File: config.mk
export PLATFORM = sky130hd
export DESIGN_NAME = signed_display_top
export DESIGN_NICKNAME = d
export VERILOG_FILES = /design/src/source/disp_pkg.sv /design/src/source/bcd_converter.sv /design/src/source/digit_encoder.sv /design/src/source/digit_scanner.sv /design/src/source/signed_display_top.sv /design/src/source/value_sampler.sv
export SDC_FILE = /design/constraint.sdc
export NUM_CORES = 1
export LEC_CHECK = 0
export BUFFER_PORTS_ARGS = -buffer_cell sky130_fd_sc_hd__buf_2
export CORE_ASPECT_RATIO = 0.9
export CORE_MARGIN = 4
export CORE_UTILIZATION = 35
export DETAILED_ROUTE_END_ITERATION = 10
export PLACE_DENSITY = 0.55
export SLEW_MARGIN = 20
export SYNTH_ARGS = -nofsm -noshare
export SYNTH_HDL_FRONTEND = slang
export SYNTH_SLANG_ARGS = --single-unit
File: constraint.sdc
create_clock -name clk -period 3.4 [get_ports clk]
set_input_delay 0.34 -clock clk [delete_from_list [all_inputs] [get_ports clk]]
set_output_delay 0.34 -clock clk [all_outputs]
set_load 0.01 [all_outputs]
File: src/source/disp_pkg.sv
`default_nettype none

package disp_pkg;

	// ##################################################
	// Display geometry
	// ##################################################
	localparam int DIGIT_W = 4;	// One BCD digit
	localparam int SEG_W   = 7;	// Segments a to g
	localparam int NUM_POS = 4;	// Ones, tens, hundreds, sign

	// Segment a sits in bit 0, g in bit 6, lit when high
	localparam logic [SEG_W-1:0] SEG_BLANK = 7'h00;
	localparam logic [SEG_W-1:0] SEG_MINUS = 7'h40;	// Only g

	// Indexed by the decimal digit
	localparam logic [9:0][SEG_W-1:0] SEG_DIGIT = {
		7'h6F,	// 9
		7'h7F,	// 8
		7'h07,	// 7
		7'h7D,	// 6
		7'h6D,	// 5
		7'h66,	// 4
		7'h4F,	// 3
		7'h5B,	// 2
		7'h06,	// 1
		7'h3F	// 0
	};

endpackage

`default_nettype wire

File: src/source/bcd_converter.sv
`timescale 1ns/1ps
`default_nettype none

module bcd_converter #(
	parameter int DATA_WIDTH = 8
) (
	input  wire                               clk,
	input  wire                               rst,
	input  wire signed [DATA_WIDTH-1:0]       sample_i,
	input  wire                               start_i,
	output logic                              busy_o,
	output logic                              done_o,
	output logic                              data_ready_o,
	output logic                              sign_o,
	output logic [disp_pkg::DIGIT_W-1:0]      hundreds_o,
	output logic [disp_pkg::DIGIT_W-1:0]      tens_o,
	output logic [disp_pkg::DIGIT_W-1:0]      ones_o
);

	import disp_pkg::*;

	localparam int   CNT_W   = $clog2(DATA_WIDTH + 1);
	localparam logic ST_IDLE = 1'b0;
	localparam logic ST_WORK = 1'b1;

	logic                  state;
	logic [CNT_W-1:0]      count;	// Passes still to run
	logic                  last_pass;
	logic                  sign_q;
	logic [DATA_WIDTH-1:0] abs_val;
	logic [DATA_WIDTH-1:0] mag_sr;	// Magnitude, consumed from the top
	logic [DIGIT_W-1:0]    h_q, t_q, o_q;
	logic [DIGIT_W-1:0]    h_adj, t_adj, o_adj;
	logic [DIGIT_W-1:0]    h_nx, t_nx, o_nx;

	function automatic logic [DIGIT_W-1:0] add3(input logic [DIGIT_W-1:0] d);
		return (d >= DIGIT_W'(5)) ? d + DIGIT_W'(3) : d;
	endfunction

	// Most negative value still fits as an unsigned magnitude
	assign abs_val = sample_i[DATA_WIDTH-1] ? ~sample_i + DATA_WIDTH'(1) : sample_i;

	assign last_pass = (count == CNT_W'(1));

	// ##################################################
	// One double-dabble pass
	// ##################################################
	assign h_adj = add3(h_q);
	assign t_adj = add3(t_q);
	assign o_adj = add3(o_q);

	assign h_nx = {h_adj[DIGIT_W-2:0], t_adj[DIGIT_W-1]};
	assign t_nx = {t_adj[DIGIT_W-2:0], o_adj[DIGIT_W-1]};
	assign o_nx = {o_adj[DIGIT_W-2:0], mag_sr[DATA_WIDTH-1]};

	// ##################################################
	// Control
	// ##################################################
	always_ff @(posedge clk)
	begin
		if (rst)
		begin
			state        <= ST_IDLE;
			count        <= '0;
			busy_o       <= 1'b0;
			done_o       <= 1'b0;
			data_ready_o <= 1'b0;
		end
		else
		begin
			done_o <= 1'b0;
			case (state)
				ST_IDLE:
				begin
					if (start_i)
					begin
						state        <= ST_WORK;
						count        <= CNT_W'(DATA_WIDTH);
						busy_o       <= 1'b1;
						data_ready_o <= 1'b0;
					end
				end
				ST_WORK:
				begin
					count <= count - CNT_W'(1);
					if (last_pass)
					begin
						state        <= ST_IDLE;
						busy_o       <= 1'b0;
						done_o       <= 1'b1;
						data_ready_o <= 1'b1;
					end
				end
			endcase
		end
	end

	// Datapath
	always_ff @(posedge clk)
	begin
		if (state == ST_IDLE && start_i)
		begin
			sign_q <= sample_i[DATA_WIDTH-1];
			mag_sr <= abs_val;
			h_q    <= '0;
			t_q    <= '0;
			o_q    <= '0;
		end
		else if (state == ST_WORK)
		begin
			mag_sr <= mag_sr << 1;
			h_q    <= h_nx;
			t_q    <= t_nx;
			o_q    <= o_nx;
			if (last_pass)
			begin
				sign_o     <= sign_q;	// Published digits hold until the next done
				hundreds_o <= h_nx;
				tens_o     <= t_nx;
				ones_o     <= o_nx;
			end
		end
	end

endmodule

`default_nettype wire

File: src/source/digit_encoder.sv
`timescale 1ns/1ps
`default_nettype none

module digit_encoder (
	input  wire                          clk,
	input  wire                          rst,
	input  wire                          done_i,
	input  wire                          sign_i,
	input  wire [disp_pkg::DIGIT_W-1:0]  hundreds_i,
	input  wire [disp_pkg::DIGIT_W-1:0]  tens_i,
	input  wire [disp_pkg::DIGIT_W-1:0]  ones_i,
	output logic [disp_pkg::SEG_W-1:0]   pat_ones_o,
	output logic [disp_pkg::SEG_W-1:0]   pat_tens_o,
	output logic [disp_pkg::SEG_W-1:0]   pat_hund_o,
	output logic [disp_pkg::SEG_W-1:0]   pat_sign_o
);

	import disp_pkg::*;

	logic [SEG_W-1:0] ones_seg;
	logic [SEG_W-1:0] tens_seg;
	logic [SEG_W-1:0] hund_seg;
	logic             hund_zero;
	logic             tens_zero;

	// Non-decimal codes show nothing
	function automatic logic [SEG_W-1:0] digit_seg(input logic [DIGIT_W-1:0] d);
		if (d > DIGIT_W'(9))
			return SEG_BLANK;
		return SEG_DIGIT[d];
	endfunction

	assign ones_seg = digit_seg(ones_i);
	assign tens_seg = digit_seg(tens_i);
	assign hund_seg = digit_seg(hundreds_i);

	assign hund_zero = (hundreds_i == '0);
	assign tens_zero = (tens_i == '0);

	always_ff @(posedge clk)
	begin
		if (rst)
		begin
			pat_ones_o <= SEG_BLANK;
			pat_tens_o <= SEG_BLANK;
			pat_hund_o <= SEG_BLANK;
			pat_sign_o <= SEG_BLANK;
		end
		else if (done_i)
		begin
			pat_ones_o <= ones_seg;	// Ones always lit, even for zero
			pat_tens_o <= (hund_zero && tens_zero) ? SEG_BLANK : tens_seg;
			pat_hund_o <= hund_zero ? SEG_BLANK : hund_seg;
			pat_sign_o <= sign_i ? SEG_MINUS : SEG_BLANK;
		end
	end

endmodule

`default_nettype wire

File: src/source/digit_scanner.sv
`timescale 1ns/1ps
`default_nettype none

module digit_scanner #(
	parameter int SCAN_DIV = 4
) (
	input  wire                          clk,
	input  wire                          rst,
	input  wire [disp_pkg::SEG_W-1:0]    pat_ones_i,
	input  wire [disp_pkg::SEG_W-1:0]    pat_tens_i,
	input  wire [disp_pkg::SEG_W-1:0]    pat_hund_i,
	input  wire [disp_pkg::SEG_W-1:0]    pat_sign_i,
	output logic [disp_pkg::SEG_W-1:0]   seg_o,
	output logic [disp_pkg::NUM_POS-1:0] pos_en_o
);

	import disp_pkg::*;

	localparam int DIV_W = (SCAN_DIV > 1) ? $clog2(SCAN_DIV) : 1;

	logic [DIV_W-1:0] div_cnt;
	logic             tick;

	assign tick = (div_cnt == DIV_W'(SCAN_DIV - 1));

	always_ff @(posedge clk)
	begin
		if (rst)
		begin
			div_cnt  <= '0;
			pos_en_o <= '0;	// Nothing lit until the first tick
		end
		else
		begin
			div_cnt <= tick ? '0 : div_cnt + DIV_W'(1);
			if (tick)
				pos_en_o <= (pos_en_o == '0) ? NUM_POS'(1) :
					{pos_en_o[NUM_POS-2:0], pos_en_o[NUM_POS-1]};
		end
	end

	always_comb
	begin
		case (pos_en_o)
			NUM_POS'(1): seg_o = pat_ones_i;
			NUM_POS'(2): seg_o = pat_tens_i;
			NUM_POS'(4): seg_o = pat_hund_i;
			NUM_POS'(8): seg_o = pat_sign_i;
			default:     seg_o = SEG_BLANK;
		endcase
	end

endmodule

`default_nettype wire

File: src/source/signed_display_top.sv
`timescale 1ns/1ps
`default_nettype none

module signed_display_top #(
	parameter int DATA_WIDTH = 8,	// 2 to 10 bits
	parameter int SCAN_DIV   = 4
) (
	input  wire                          clk,
	input  wire                          rst,
	input  wire signed [DATA_WIDTH-1:0]  value_i,
	output logic                         sign_o,
	output logic [disp_pkg::DIGIT_W-1:0] hundreds_o,
	output logic [disp_pkg::DIGIT_W-1:0] tens_o,
	output logic [disp_pkg::DIGIT_W-1:0] ones_o,
	output logic                         data_ready_o,
	output logic [disp_pkg::SEG_W-1:0]   seg_o,
	output logic [disp_pkg::NUM_POS-1:0] pos_en_o
);

	import disp_pkg::*;

	logic signed [DATA_WIDTH-1:0] sample;
	logic                         start;
	logic                         busy;
	logic                         done;
	logic [SEG_W-1:0]             pat_ones, pat_tens, pat_hund, pat_sign;

	// ##################################################
	// Sampler and converter
	// ##################################################
	value_sampler #(.DATA_WIDTH(DATA_WIDTH)) value_sampler_inst (
		.clk(clk), .rst(rst), .value_i(value_i), .busy_i(busy),
		.sample_o(sample), .start_o(start)
	);

	bcd_converter #(.DATA_WIDTH(DATA_WIDTH)) bcd_converter_inst (
		.clk(clk), .rst(rst), .sample_i(sample), .start_i(start),
		.busy_o(busy), .done_o(done), .data_ready_o(data_ready_o),
		.sign_o(sign_o), .hundreds_o(hundreds_o), .tens_o(tens_o), .ones_o(ones_o)
	);

	// ##################################################
	// Encoder and scanner
	// ##################################################
	digit_encoder digit_encoder_inst (
		.clk(clk), .rst(rst), .done_i(done), .sign_i(sign_o),
		.hundreds_i(hundreds_o), .tens_i(tens_o), .ones_i(ones_o),
		.pat_ones_o(pat_ones), .pat_tens_o(pat_tens),
		.pat_hund_o(pat_hund), .pat_sign_o(pat_sign)
	);

	digit_scanner #(.SCAN_DIV(SCAN_DIV)) digit_scanner_inst (
		.clk(clk), .rst(rst),
		.pat_ones_i(pat_ones), .pat_tens_i(pat_tens),
		.pat_hund_i(pat_hund), .pat_sign_i(pat_sign),
		.seg_o(seg_o), .pos_en_o(pos_en_o)
	);

endmodule

`default_nettype wire

File: src/source/value_sampler.sv
`timescale 1ns/1ps
`default_nettype none

module value_sampler #(
	parameter int DATA_WIDTH = 8
) (
	input  wire                          clk,
	input  wire                          rst,
	input  wire signed [DATA_WIDTH-1:0]  value_i,
	input  wire                          busy_i,
	output logic signed [DATA_WIDTH-1:0] sample_o,
	output logic                         start_o
);

	logic signed [DATA_WIDTH-1:0] held_q;	// Last value handed to the converter
	logic                         changed;
	logic                         launch;

	assign changed = (value_i != held_q);

	// Converter takes busy high only one cycle after start, so the start cycle
	// itself must not launch again
	assign launch = changed && !busy_i && !start_o;

	assign sample_o = held_q;

	always_ff @(posedge clk)
	begin
		if (rst)
		begin
			held_q  <= '0;
			start_o <= 1'b0;
		end
		else
		begin
			start_o <= 1'b0;
			if (launch)
			begin
				held_q  <= value_i;	// Latest value wins while busy
				start_o <= 1'b1;
			end
		end
	end

endmodule

`default_nettype wire

# After elaboration in Yosys (flattened, before gate mapping)

Memory sizes are Yosys's and may differ from the RTL's. A register that Yosys moved wholly into a read port is not among the register bits.
Cells that the tools add are included.

Register bits after elaboration: 85
ROM bits: 336
Output and inout port bits: 25
Logic and storage cells: 105
Memories kept: 3

Add/subtract/negate cells: 6
$lt $le $gt $ge: 9
Equal/unequal tests: 9
Mux-type cells: 39
Bitwise operators: 3
Reductions and logical operators: 14

Memory list:

| name             | words | width | rd ports | clocked after memory_dff | write ports | line                | source |
|---|---|---|---|---|---|---|---|
| (name not given) | 16    | 7     | 1        | 1                        | 0           | digit_encoder.sv:30 | `return SEG_DIGIT[d];` |
| (name not given) | 16    | 7     | 1        | 1                        | 0           | digit_encoder.sv:30 |  |
| (name not given) | 16    | 7     | 1        | 1                        | 0           | digit_encoder.sv:30 |  |

Operator list:

| cell                                                                   | number |
|---|---|
| 7-bit 2-to-1 mux                                                       | 12 |
| 4-bit 2-to-1 mux                                                       | 7 |
| 7-bit one-hot mux with 4 select lines                                  | 1 |
| 8-bit 2-to-1 mux                                                       | 3 |
| 4-bit by 5-bit < comparator with 1-bit output (second input constant)  | 3 |
| 4-bit by 3-bit >= comparator with 1-bit output (second input constant) | 3 |
| 4-bit greater-than comparator (second input constant)                  | 3 |
| 4-bit logical NOT                                                      | 3 |
| 1-bit 2-to-1 mux                                                       | 11 |
| 4-bit by 2-bit adder with 4-bit output (second input constant)         | 2 |
| 8-bit by 2-bit adder with 8-bit output (second input constant)         | 1 |
| 4-bit by 1-bit == test with 1-bit output (second input constant)       | 2 |
| 8-bit inequality test                                                  | 1 |
| 8-bit NOT                                                              | 1 |
| 4-bit one-hot mux with 2 select lines                                  | 1 |
| 1-bit one-hot mux with 2 select lines                                  | 3 |
| 4-bit by 2-bit == test with 1-bit output (second input constant)       | 1 |
| 4-bit by 3-bit == test with 1-bit output (second input constant)       | 1 |
| 4-bit == test (second input constant)                                  | 1 |
| 1-bit logical AND                                                      | 4 |
| 2-bit inequality test (second input constant)                          | 2 |
| 2-bit OR reduction                                                     | 2 |
| 4-bit by 1-bit subtractor with 4-bit output (second input constant)    | 1 |
| 3-bit by 2-bit adder with 3-bit output (second input constant)         | 1 |
| 8 further kinds                                                        | 10 |

# Logic depth before layout (Yosys ltp)

Gate-level depths: netlist of the first run.

Word-level depth: 5
Mapped depth: 12
Gate-level depth less buffers: 10

# By module

A second synthesis of the first run with hierarchy kept.

Cell total of the unflattened synthesis: 434
Area total of the unflattened synthesis: 4200.3 um^2

Modules (own cells, without submodules):

| module        | instances | cells an instance | area each (um^2) | sequential area each (um^2) |
|---|---|---|---|---|
| bcd_converter | 1         | 173               | 1865.5           | 1061.0 |
| digit_encoder | 1         | 161               | 1426.4           | 440.4 |
| value_sampler | 1         | 47                | 480.5            | 180.2 |
| digit_scanner | 1         | 53                | 427.9            | 120.1 |

# Worst setup path after synthesis of the first run

No wires, ideal clock.

Kind: flip-flop to flip-flop
From: reg bcd_converter_inst.t_q[0]
To: reg with a tool-made name
Library setup time: 0.059 ns
Data arrival time: 1.986 ns
Data required time: 3.341 ns
Setup slack: 1.354 ns
Stages on the path, launching flop included: 10
Clock period less this slack: 2.046 ns
Cells stage by stage: dfxtp_1 > inv_1 > ha_1 > nor2b_1 > o21ai_0 > o31ai_2 > inv_1 > ha_1 > mux2_1 > nand2_1

RTL lines:

| element                  | line                 | source |
|---|---|---|
| start: declaration       | bcd_converter.sv:32  | `logic [DIGIT_W-1:0] h_q, t_q, o_q;` |
| start signal: assignment | bcd_converter.sv:113 | `t_q <= t_nx;` |

==> results of run 1 <==
[path summary, 6_finish.rpt]
path / end / depth (start not counted) / startpoint / slack (ns)
setup / recovery: flip-flop / 11 / bcd_converter_inst.count[1] / 0.80
hold / removal: value_sampler_inst.sample_o[3] / 3 / value_i[3] / 0.25
setup reg to reg: flip-flop / 11 / bcd_converter_inst.count[1] / 0.80
hold reg to reg: digit_scanner_inst.div_cnt[0] / 1 / digit_scanner_inst.div_cnt[0] / 0.43
[kinds of logic (layout without fill, tap and decap cells)]
family                   count (synthesis)  after routing  share of synthesized area
AND/OR/NAND/NOR                        169            169                      0.184
flip-flops                             100            100                      0.474
adder cells (fa/ha/maj)                 23             23                     0.0614
buffers and inverters                   52             81                     0.0478
XOR/XNOR                                16             16                     0.0299
multiplexers                            25             25                     0.0633
AO/OA/AOI/OAI                           94             94                      0.139
[cell usage after synthesis, types with 2 or more instances]
master     n  area (um2)
and3_1     3        18.8
nand4_1    4        25.0
o31ai_1    6        45.0
mux2_1     4        45.0
buf_6      2        22.5
edfxtp_1  22         661
nor3b_1    3        22.5
a222oi_1   6        60.1
nand2_1   37         139
xor2_1     5        43.8
nor4b_2    3        45.0
a22o_1     4        35.0
inv_1     24        90.1
o211ai_1   3        22.5
clkbuf_1  17        63.8
a31oi_1    4        25.0
nor2_1    57         214
nor3_1    10        50.1
nand3_1    2        10.0
nand3b_1   4        30.0
o31ai_2    2        25.0
inv_2      4        15.0
mux2i_4    2        45.0
or3_1      2        12.5
a211oi_1   6        45.0
o21ai_0   14        70.1
nor2b_1   23         144
a21boi_1   2        15.0
mux2_2     3        33.8
ha_1      23         288
xnor2_1   11        96.3
nand2b_1  10        62.6
buf_2      2        10.0
or2_1      2        12.5
and2_1     2        12.5
mux2i_1   13         130
mux2i_2    2        27.5
o21ai_1   12        60.1
a21oi_1   25         125
dfxtp_1   78        1560
[placed cells by master, fill, tap and decap left out, types with 12 or more instances in the layout]
cell type  count
dfxtp_1       78
nor2_1        57
nand2_1       37
buf_2         34
a21oi_1       25
inv_1         24
nor2b_1       23
ha_1          23
edfxtp_1      22
o21ai_0       14
mux2i_1       13
o21ai_1       12
[power by group]
| part | leakage [uW] | internal, uW | switching (uW) |
|---|---|---|---|
| Sequential | 0.000848 | 1320 | 75.7 |
| Combinational | 0.00115 | 166 | 248 |
| Clock | 0.000155 | 589 | 448 |
[worst register-to-register path, stage by stage, from the launching register on]
cell and delay, ns:
dfxtp_1 0.32, inv_1 0.09, ha_1 0.15, nand4bb_1 0.42, buf_4 0.37, inv_8 0.21
nor2_1 0.08, a31oi_2 0.24, inv_2 0.10, ha_1 0.20, mux2_1 0.29, nand2_1 0.07
[area by class of cell]
class                           count  area (um2)
Multi-Input combinational cell    327        2240
Clock inverter                      4        27.5
Sequential cell                   100        2220
Tap cell                          164         205
Clock buffer                       12         279
Timing Repair Buffer               36         185
Inverter                           29         116
Fill cell                        1274        7610
[metrics by stage]
stage	total power (uW)	cell area, um2
CTS	2870	5270
finish	2850	5270
detailed placement	1840	4970
global route	2990	5270
floorplan	1730	4680
global placement	1820	4970
[per-layer routing]
layer | routed length, um | global-route usage
met1 | 4650 | 0.170
met2 | 4360 | 0.205
met3 | 277 | 0.0331
met4 | 198 | 0.0487
met5 | 0 | 0
==> summary.md, run 1 <==
| Metric | Value |
|---|---|
| Status | finished clean |
| RD Place Congestion | 0.755 |
| Post-CTS setup buffers | 0 |
| Starting density of the core | 0.364 |
| Slew Viols, Final | 0 |
| CTS Buffer Depth | 2 |
| CTS Buf Count | 9 |
| Yosys cell types | 61 |
| Syn Std Cell Area | around 4700 um2 |
| Max rail drop VDD | 0.253 mV |
| Total Wirelength | ~9500 um |
| I/O pin count | 35 |
| Clock slew at reported path FFs | ~0.07 ns |
| Setup Viol. Count Final | 0 |
| Slew Limit Headroom | 0.373 |
| CP arrival | around 2.9 ns |
| Post-Syn Nets | 512 |
| Crit path max fanout | 28 |
| Place WS | between 0.7 and 0.8 ns |
| First-pass GRT wire length | approximately 16000 um |
| Detailed Place HPWL | 6750 um |
| Delay-heaviest family, CP | buffers and inverters |
| Slowest cell delay on critical path | 0.42 ns |
| Die area | between 15000 and 20000 um2 |
| Initial DRC count | 150 |
| Period utilization | 0.766 |
| Row count | 39 |
| Die Y | around 120 um |
| Number of synthesized flops with an enable pin | 22 |
| Ys Warns | 0 |
| Tmin final | between 2 and 3 ns |
| Max cap viols | 0 |
| Area delta synth->final | 12.6% |
| H-tree depth | 3 |
| Drt via density | slightly below 5 |
| Register area share after synthesis | 0.474 |
| Grt total ovfl | 0 |
| Pin count of the biggest net entering global routing | 46 |
| CTS tree | yes |
| Post-Synthesis Cells | 479 |
| Die Wd | approximately 130 um |
| Sink Count | 100 |
| Top FF cell, synth | dfxtp_1 |
| #FFs+latches synth | 100 |
| Initial antenna violation count | 0 |
| CTS hold repair buffers | 0 |
| DRC viols | 0 |
| FFs w/ async S/R, synth | 0 |
| Crit path cell chain | inv_1 > ha_1 > nand4bb_1 > buf_4 > inv_8 > nor2_1 > a31oi_2 > inv_2 > ha_1 > mux2_1 > nand2_1 |
| Fin Hold WS | 0.250 ns |
| Layout cell share with drive strength beyond 1 | 0.148 |
| Setup Crit Path Kind | reg -> reg |
| Fin Clk Skew | 0.0104 ns |
| Worst min path class | in -> reg |
| Post-cts sizing count | 0 |
| Layout Nets | ~540 |
| I/O Buffers | 34 |
| Vias in the first global route | ~3200 |
| CP endpoint kind | flip-flop |
| Worst path slowest cell | nand4bb_1 |
| Most numerous cell on the critical path | ha_1 |
| P_leak | ~0.0022 uW |
| Mapped Avg Cell Area | 9.78 um2 |
| Pwr Density | about 540 nW/um2 |
| Crit path required time | about 3.7 ns |
| CP Launch Type | flip-flop |
| Setup TNS | 0 ns |
| DRT antenna net count | 0 |
| Clk_lat worst skew | about 0.34 ns |
| Root buffer cell | clkbuf_16 |
| Worst-Margin Slew | about 0.93 ns |
| Final Hold Violating Endpoints | 0 |
| Core Box Area | around 13000 um2 |
| Max Fclk | roughly 380 MHz |
| GRT Resource Usage Total | 0.130 |
| Worst path bufs/invs | 4 |
| Vias | ~3300 |
| Placed cells | approximately 660 |
| RSZ-0062 raised after global routing | false |
| Setup WS post-layout | 0.796 ns |
| Diode count | 0 |
| Fin cells | between 600 and 700 |
| Fin util | 0.409 |
| First-pass DRT Iterations | 6 |
| Avg WL per Cell | between 10 and 15 um |
Note: power is estimated with default switching activity, not from simulation.
==> run 2: changes to the inputs <==
--- a/config.mk
+++ b/config.mk
@@ -5,6 +5,7 @@
 export SDC_FILE = /design/constraint.sdc
 export NUM_CORES = 1
 export LEC_CHECK = 0
+export ABC_AREA = 1
 export BUFFER_PORTS_ARGS = -buffer_cell sky130_fd_sc_hd__buf_2
 export CORE_ASPECT_RATIO = 0.9
 export CORE_MARGIN = 4
==> constraint.sdc (replaced) <==
create_clock -name clk -period 2.48 [get_ports clk]
set_input_delay 0.248 -clock clk [delete_from_list [all_inputs] [get_ports clk]]
set_output_delay 0.248 -clock clk [all_outputs]
set_load 0.01 [all_outputs]
==> run 2 against run 1 <==
Cell count grew 19%. Utilization grew 0.058 points. Sequential power is 37% higher. Global-route usage up 0.98 points. First-iteration DRC count grew 85%. Die area decreased by 0.58%. Clock power grew 24%. Combinational power up 50%. Largest cell class is now flip-flops and latches. Largest power group unchanged.
==> summary.md, run 2 <==
| Metric | Value |
|---|---|
| Status | finished clean |
| Detailed Place HPWL | 7460 um (+10%) |
| Total Wirelength | 10100 um (+6.4%) |
| Die area | 15200 um2 (-0.58%) |
| Most frequent cells in the layout | nand2_1, dfxtp_1, inv_1 |
| Syn Std Cell Area | 4660 um2 (-0.61%) |
| Layout Nets | 662 (+24%) |
| Post-CTS setup buffers | 0 (unchanged) |
| Setup TNS | 0 ns (unchanged) |
| Top post-synthesis cells by area | dfxtp_1, edfxtp_1, nand2_1 |
| Most numerous cell on the critical path | inv_1 |
| I/O pin count | 35 (unchanged) |
| Most frequent cell after synthesis | nand2_1 |
| Crit path max fanout | 5 (-82%) |
| CTS hold repair buffers | 0 (unchanged) |
| Register area | 2220 um2 (unchanged) |
| Post-synth top area cell | dfxtp_1 |
| CTS Buf Count | 9 (unchanged) |
| Crit path cell chain | inv_1 > ha_1 > inv_1 > nand2_1 > nand3_2 > xor2_1 > nand2_1 > nand2_1 > inv_1 > ha_1 > inv_1 > nand3_1 > nand3_1 |
| Fin Hold WS | 0.241 ns (-0.00877 ns) |
| NetSw | 1110 uW (+43%) |
| Diode count | 0 (unchanged) |
| Initial antenna violation count | 0 (unchanged) |
| #FFs+latches synth | 100 (unchanged) |
| Max Fclk | 465 MHz (+21%) |
| Filler instances | 1307 (+2.6%) |
| Worst path bufs/invs | 4 (unchanged) |
| Placed cells | 782 (+19%) |
| Top FF cell, synth | dfxtp_1 |
| DRT antenna net count | 0 (unchanged) |
| Starting density of the core | 0.363 (-0.000860) |
| Tot Pwr | 3820 uW (+34%) |
| Post-Syn Nets | 628 (+23%) |
| First-pass DRT Iterations | 4 (-2) |
| Setup Crit Path Kind | reg -> reg |
| Crit path required time | 2.71 ns (-0.97 ns) |
| FFs w/ async S/R, synth | 0 (unchanged) |
| Critical path launch point | bcd_converter_inst.o_q[0] |
| Worst path slowest cell | dfxtp_1 |
| Period utilization | 0.868 (+0.102) |
| Drt via density | 4.70 (-5.1%) |
| Row count | 39 (unchanged) |
| Seq pwr share | 0.501 (+0.011) |
| Slew Limit Headroom | 0.485 (+0.113) |
| Slowest cell delay on critical path | 0.37 ns (-0.05 ns) |
| Worst reg2reg startpoint | bcd_converter_inst.o_q[0] |
| CTS tree | yes |
| First-pass GRT wire length | 17200 um (+8.1%) |
| Yosys cell types | 35 (-43%) |
| Initial DRC count | 277 (+85%) |
| Avg WL per Cell | 12.6 um (-10%) |
| CP Launch Type | flip-flop |
| Worst-Margin Slew | 0.771 ns (-0.163 ns) |
| Register area share after synthesis | 0.477 (+0.00293) |
| Final instance area | 5260 um2 (-0.24%) |
| Sw frac | 0.290 (+0.0186) |
| CP arrival | 2.38 ns (-0.50 ns) |
| Most common cell after layout, fill and taps aside | nand2_1 |
| Top-area cell type share of the netlist area | 0.335 (+0.00206) |
| Die Wd | 130 um (-0.29%) |
| Sink Count | 100 (unchanged) |
| P_int | 2710 uW (+31%) |
| Fin cells | 798 (+19%) |
| Post-cts sizing count | 0 (unchanged) |
| Max cap viols | 0 (unchanged) |
| Delay-heaviest family, CP | simple AND/OR/NAND/NOR gates |
| Core Box Area | 12800 um2 (-0.38%) |
| Vias in the first global route | 3577 (+11%) |
| Fin Clk Skew | 0.00778 ns (-0.00262 ns) |
| CTS Buffer Depth | 2 (unchanged) |
| Ys Warns | 0 (unchanged) |
| DRC viols | 0 (unchanged) |
| Grt total ovfl | 0 (unchanged) |
| Share of total power in the clock network | 0.337 (-0.027) |
| Worst min path class | in -> reg |
| I/O Buffers | 34 (unchanged) |
| Post-Synthesis Cells | 595 (+24%) |
| Setup Viol. Count Final | 0 (unchanged) |
| Max rail drop VDD | 0.376 mV (+49%) |
| CP endpoint kind | flip-flop |
| Clk_lat worst skew | 0.35 ns (about the same) |
| Mapped Avg Cell Area | 7.82 um2 (-20%) |
| Post-synth top cells | nand2_1, dfxtp_1, inv_1, nand3_1, a21oi_1 |
| P_leak | 0.00240 uW (+11%) |
| GRT Resource Usage Total | 0.140 (+0.00982) |
| Slew Viols, Final | 0 (unchanged) |
| Die Y | 117 um (-0.29%) |
| Tmin final | 2.15 ns (-0.451 ns) |
| Root buffer cell | clkbuf_16 |
| Final Hold Violating Endpoints | 0 (unchanged) |
| Pwr Density | 726 nW/um2 (+35%) |
| H-tree depth | 3 (unchanged) |
| Cell area after placement | 4990 um2 (+0.55%) |
| Layout cell share with drive strength beyond 1 | 0.109 (-0.0388) |
| Clock slew at reported path FFs | 0.07 ns (about the same) |
| Area delta synth->final | 13.0% |
| Pin count of the biggest net entering global routing | 23 (-50%) |
| Combinational fraction of design power | 0.162 (+0.017) |
| Number of synthesized flops with an enable pin | 22 (unchanged) |
| RD Place Congestion | 0.836 (+11%) |
| RSZ-0062 raised after global routing | false |
| Area of the multi-input gates | 2070 um2 (-7.5%) |
| Vias | 3753 (+13%) |
| HP Start | value_i[0] |
[run 2: cell types whose count changed after synthesis, sizes merged, moves of 10 or more]
| cell | delta |
|---|---|
| a21oi | +11 |
| nor2b | -23 |
| nand2 | +126 |
| inv | +45 |
| mux2i | -16 |
| nand2b | -10 |
| nand3 | +69 |
| nor2 | -24 |
[run 2: power groups by stage]
stage          Combinational, uW  Sequential (uW)  Clock, uW
6_report                     620             1910       1290
3_3_place_gp                 599             1950          0
4_1_cts                      620             1910       1330
3_5_place_dp                 617             1950          0
5_1_grt                      713             1930       1390
2_1_floorplan                469             1920          0
[run 2: kinds of logic after synthesis]
logic type               synth area share
buffers and inverters              0.0779
XOR/XNOR                           0.0188
multiplexers                      0.00215
flip-flops                          0.477
adder cells (fa/ha/maj)            0.0618
AO/OA/AOI/OAI                      0.0911
AND/OR/NAND/NOR                     0.271
[run 2: metal layers]
metal  global-route usage  part of all wire  up-vias
li1                     -                 -     1997
met1                0.196              0.51     1674
met2                0.205              0.42       64
met3               0.0395             0.045       18
met4               0.0500             0.023        0
met5                    0                 0        -
[run 2: tightest hold or removal path: cells and delay by family]
kind / cells / cell delay (ns)
AND/OR/NAND/NOR: 3 / 0.15
buffers and inverters: 2 / 0.15
[run 2: through the flow]
step / util / setup slack, ns
after floorplan: - / 0.633
after global placement: 0.389 / 0.483
after detailed placement: 0.389 / 0.367
after CTS: 0.410 / 0.362
after global routing: 0.410 / 0.159
final: 0.410 / 0.327
[run 2: path summary, 6_finish.rpt]
path	end	slack (ns)	cells past startpoint
worst max-delay path	flip-flop	0.33	13
worst min-delay path	value_sampler_inst.sample_o[0]	0.24	5
worst max register to register	flip-flop	0.33	13
worst min register to register	digit_scanner_inst.div_cnt[0]	0.44	1
[run 2: area by class of cell]
cell class              instances  share of cell area
clock buffers                   9              0.0428
well taps                     164              0.0390
clock inverters                 7             0.00785
inverters                      75              0.0535
repair buffers                 40              0.0409
multi-input cells             403               0.394
flip-flops and latches        100               0.422
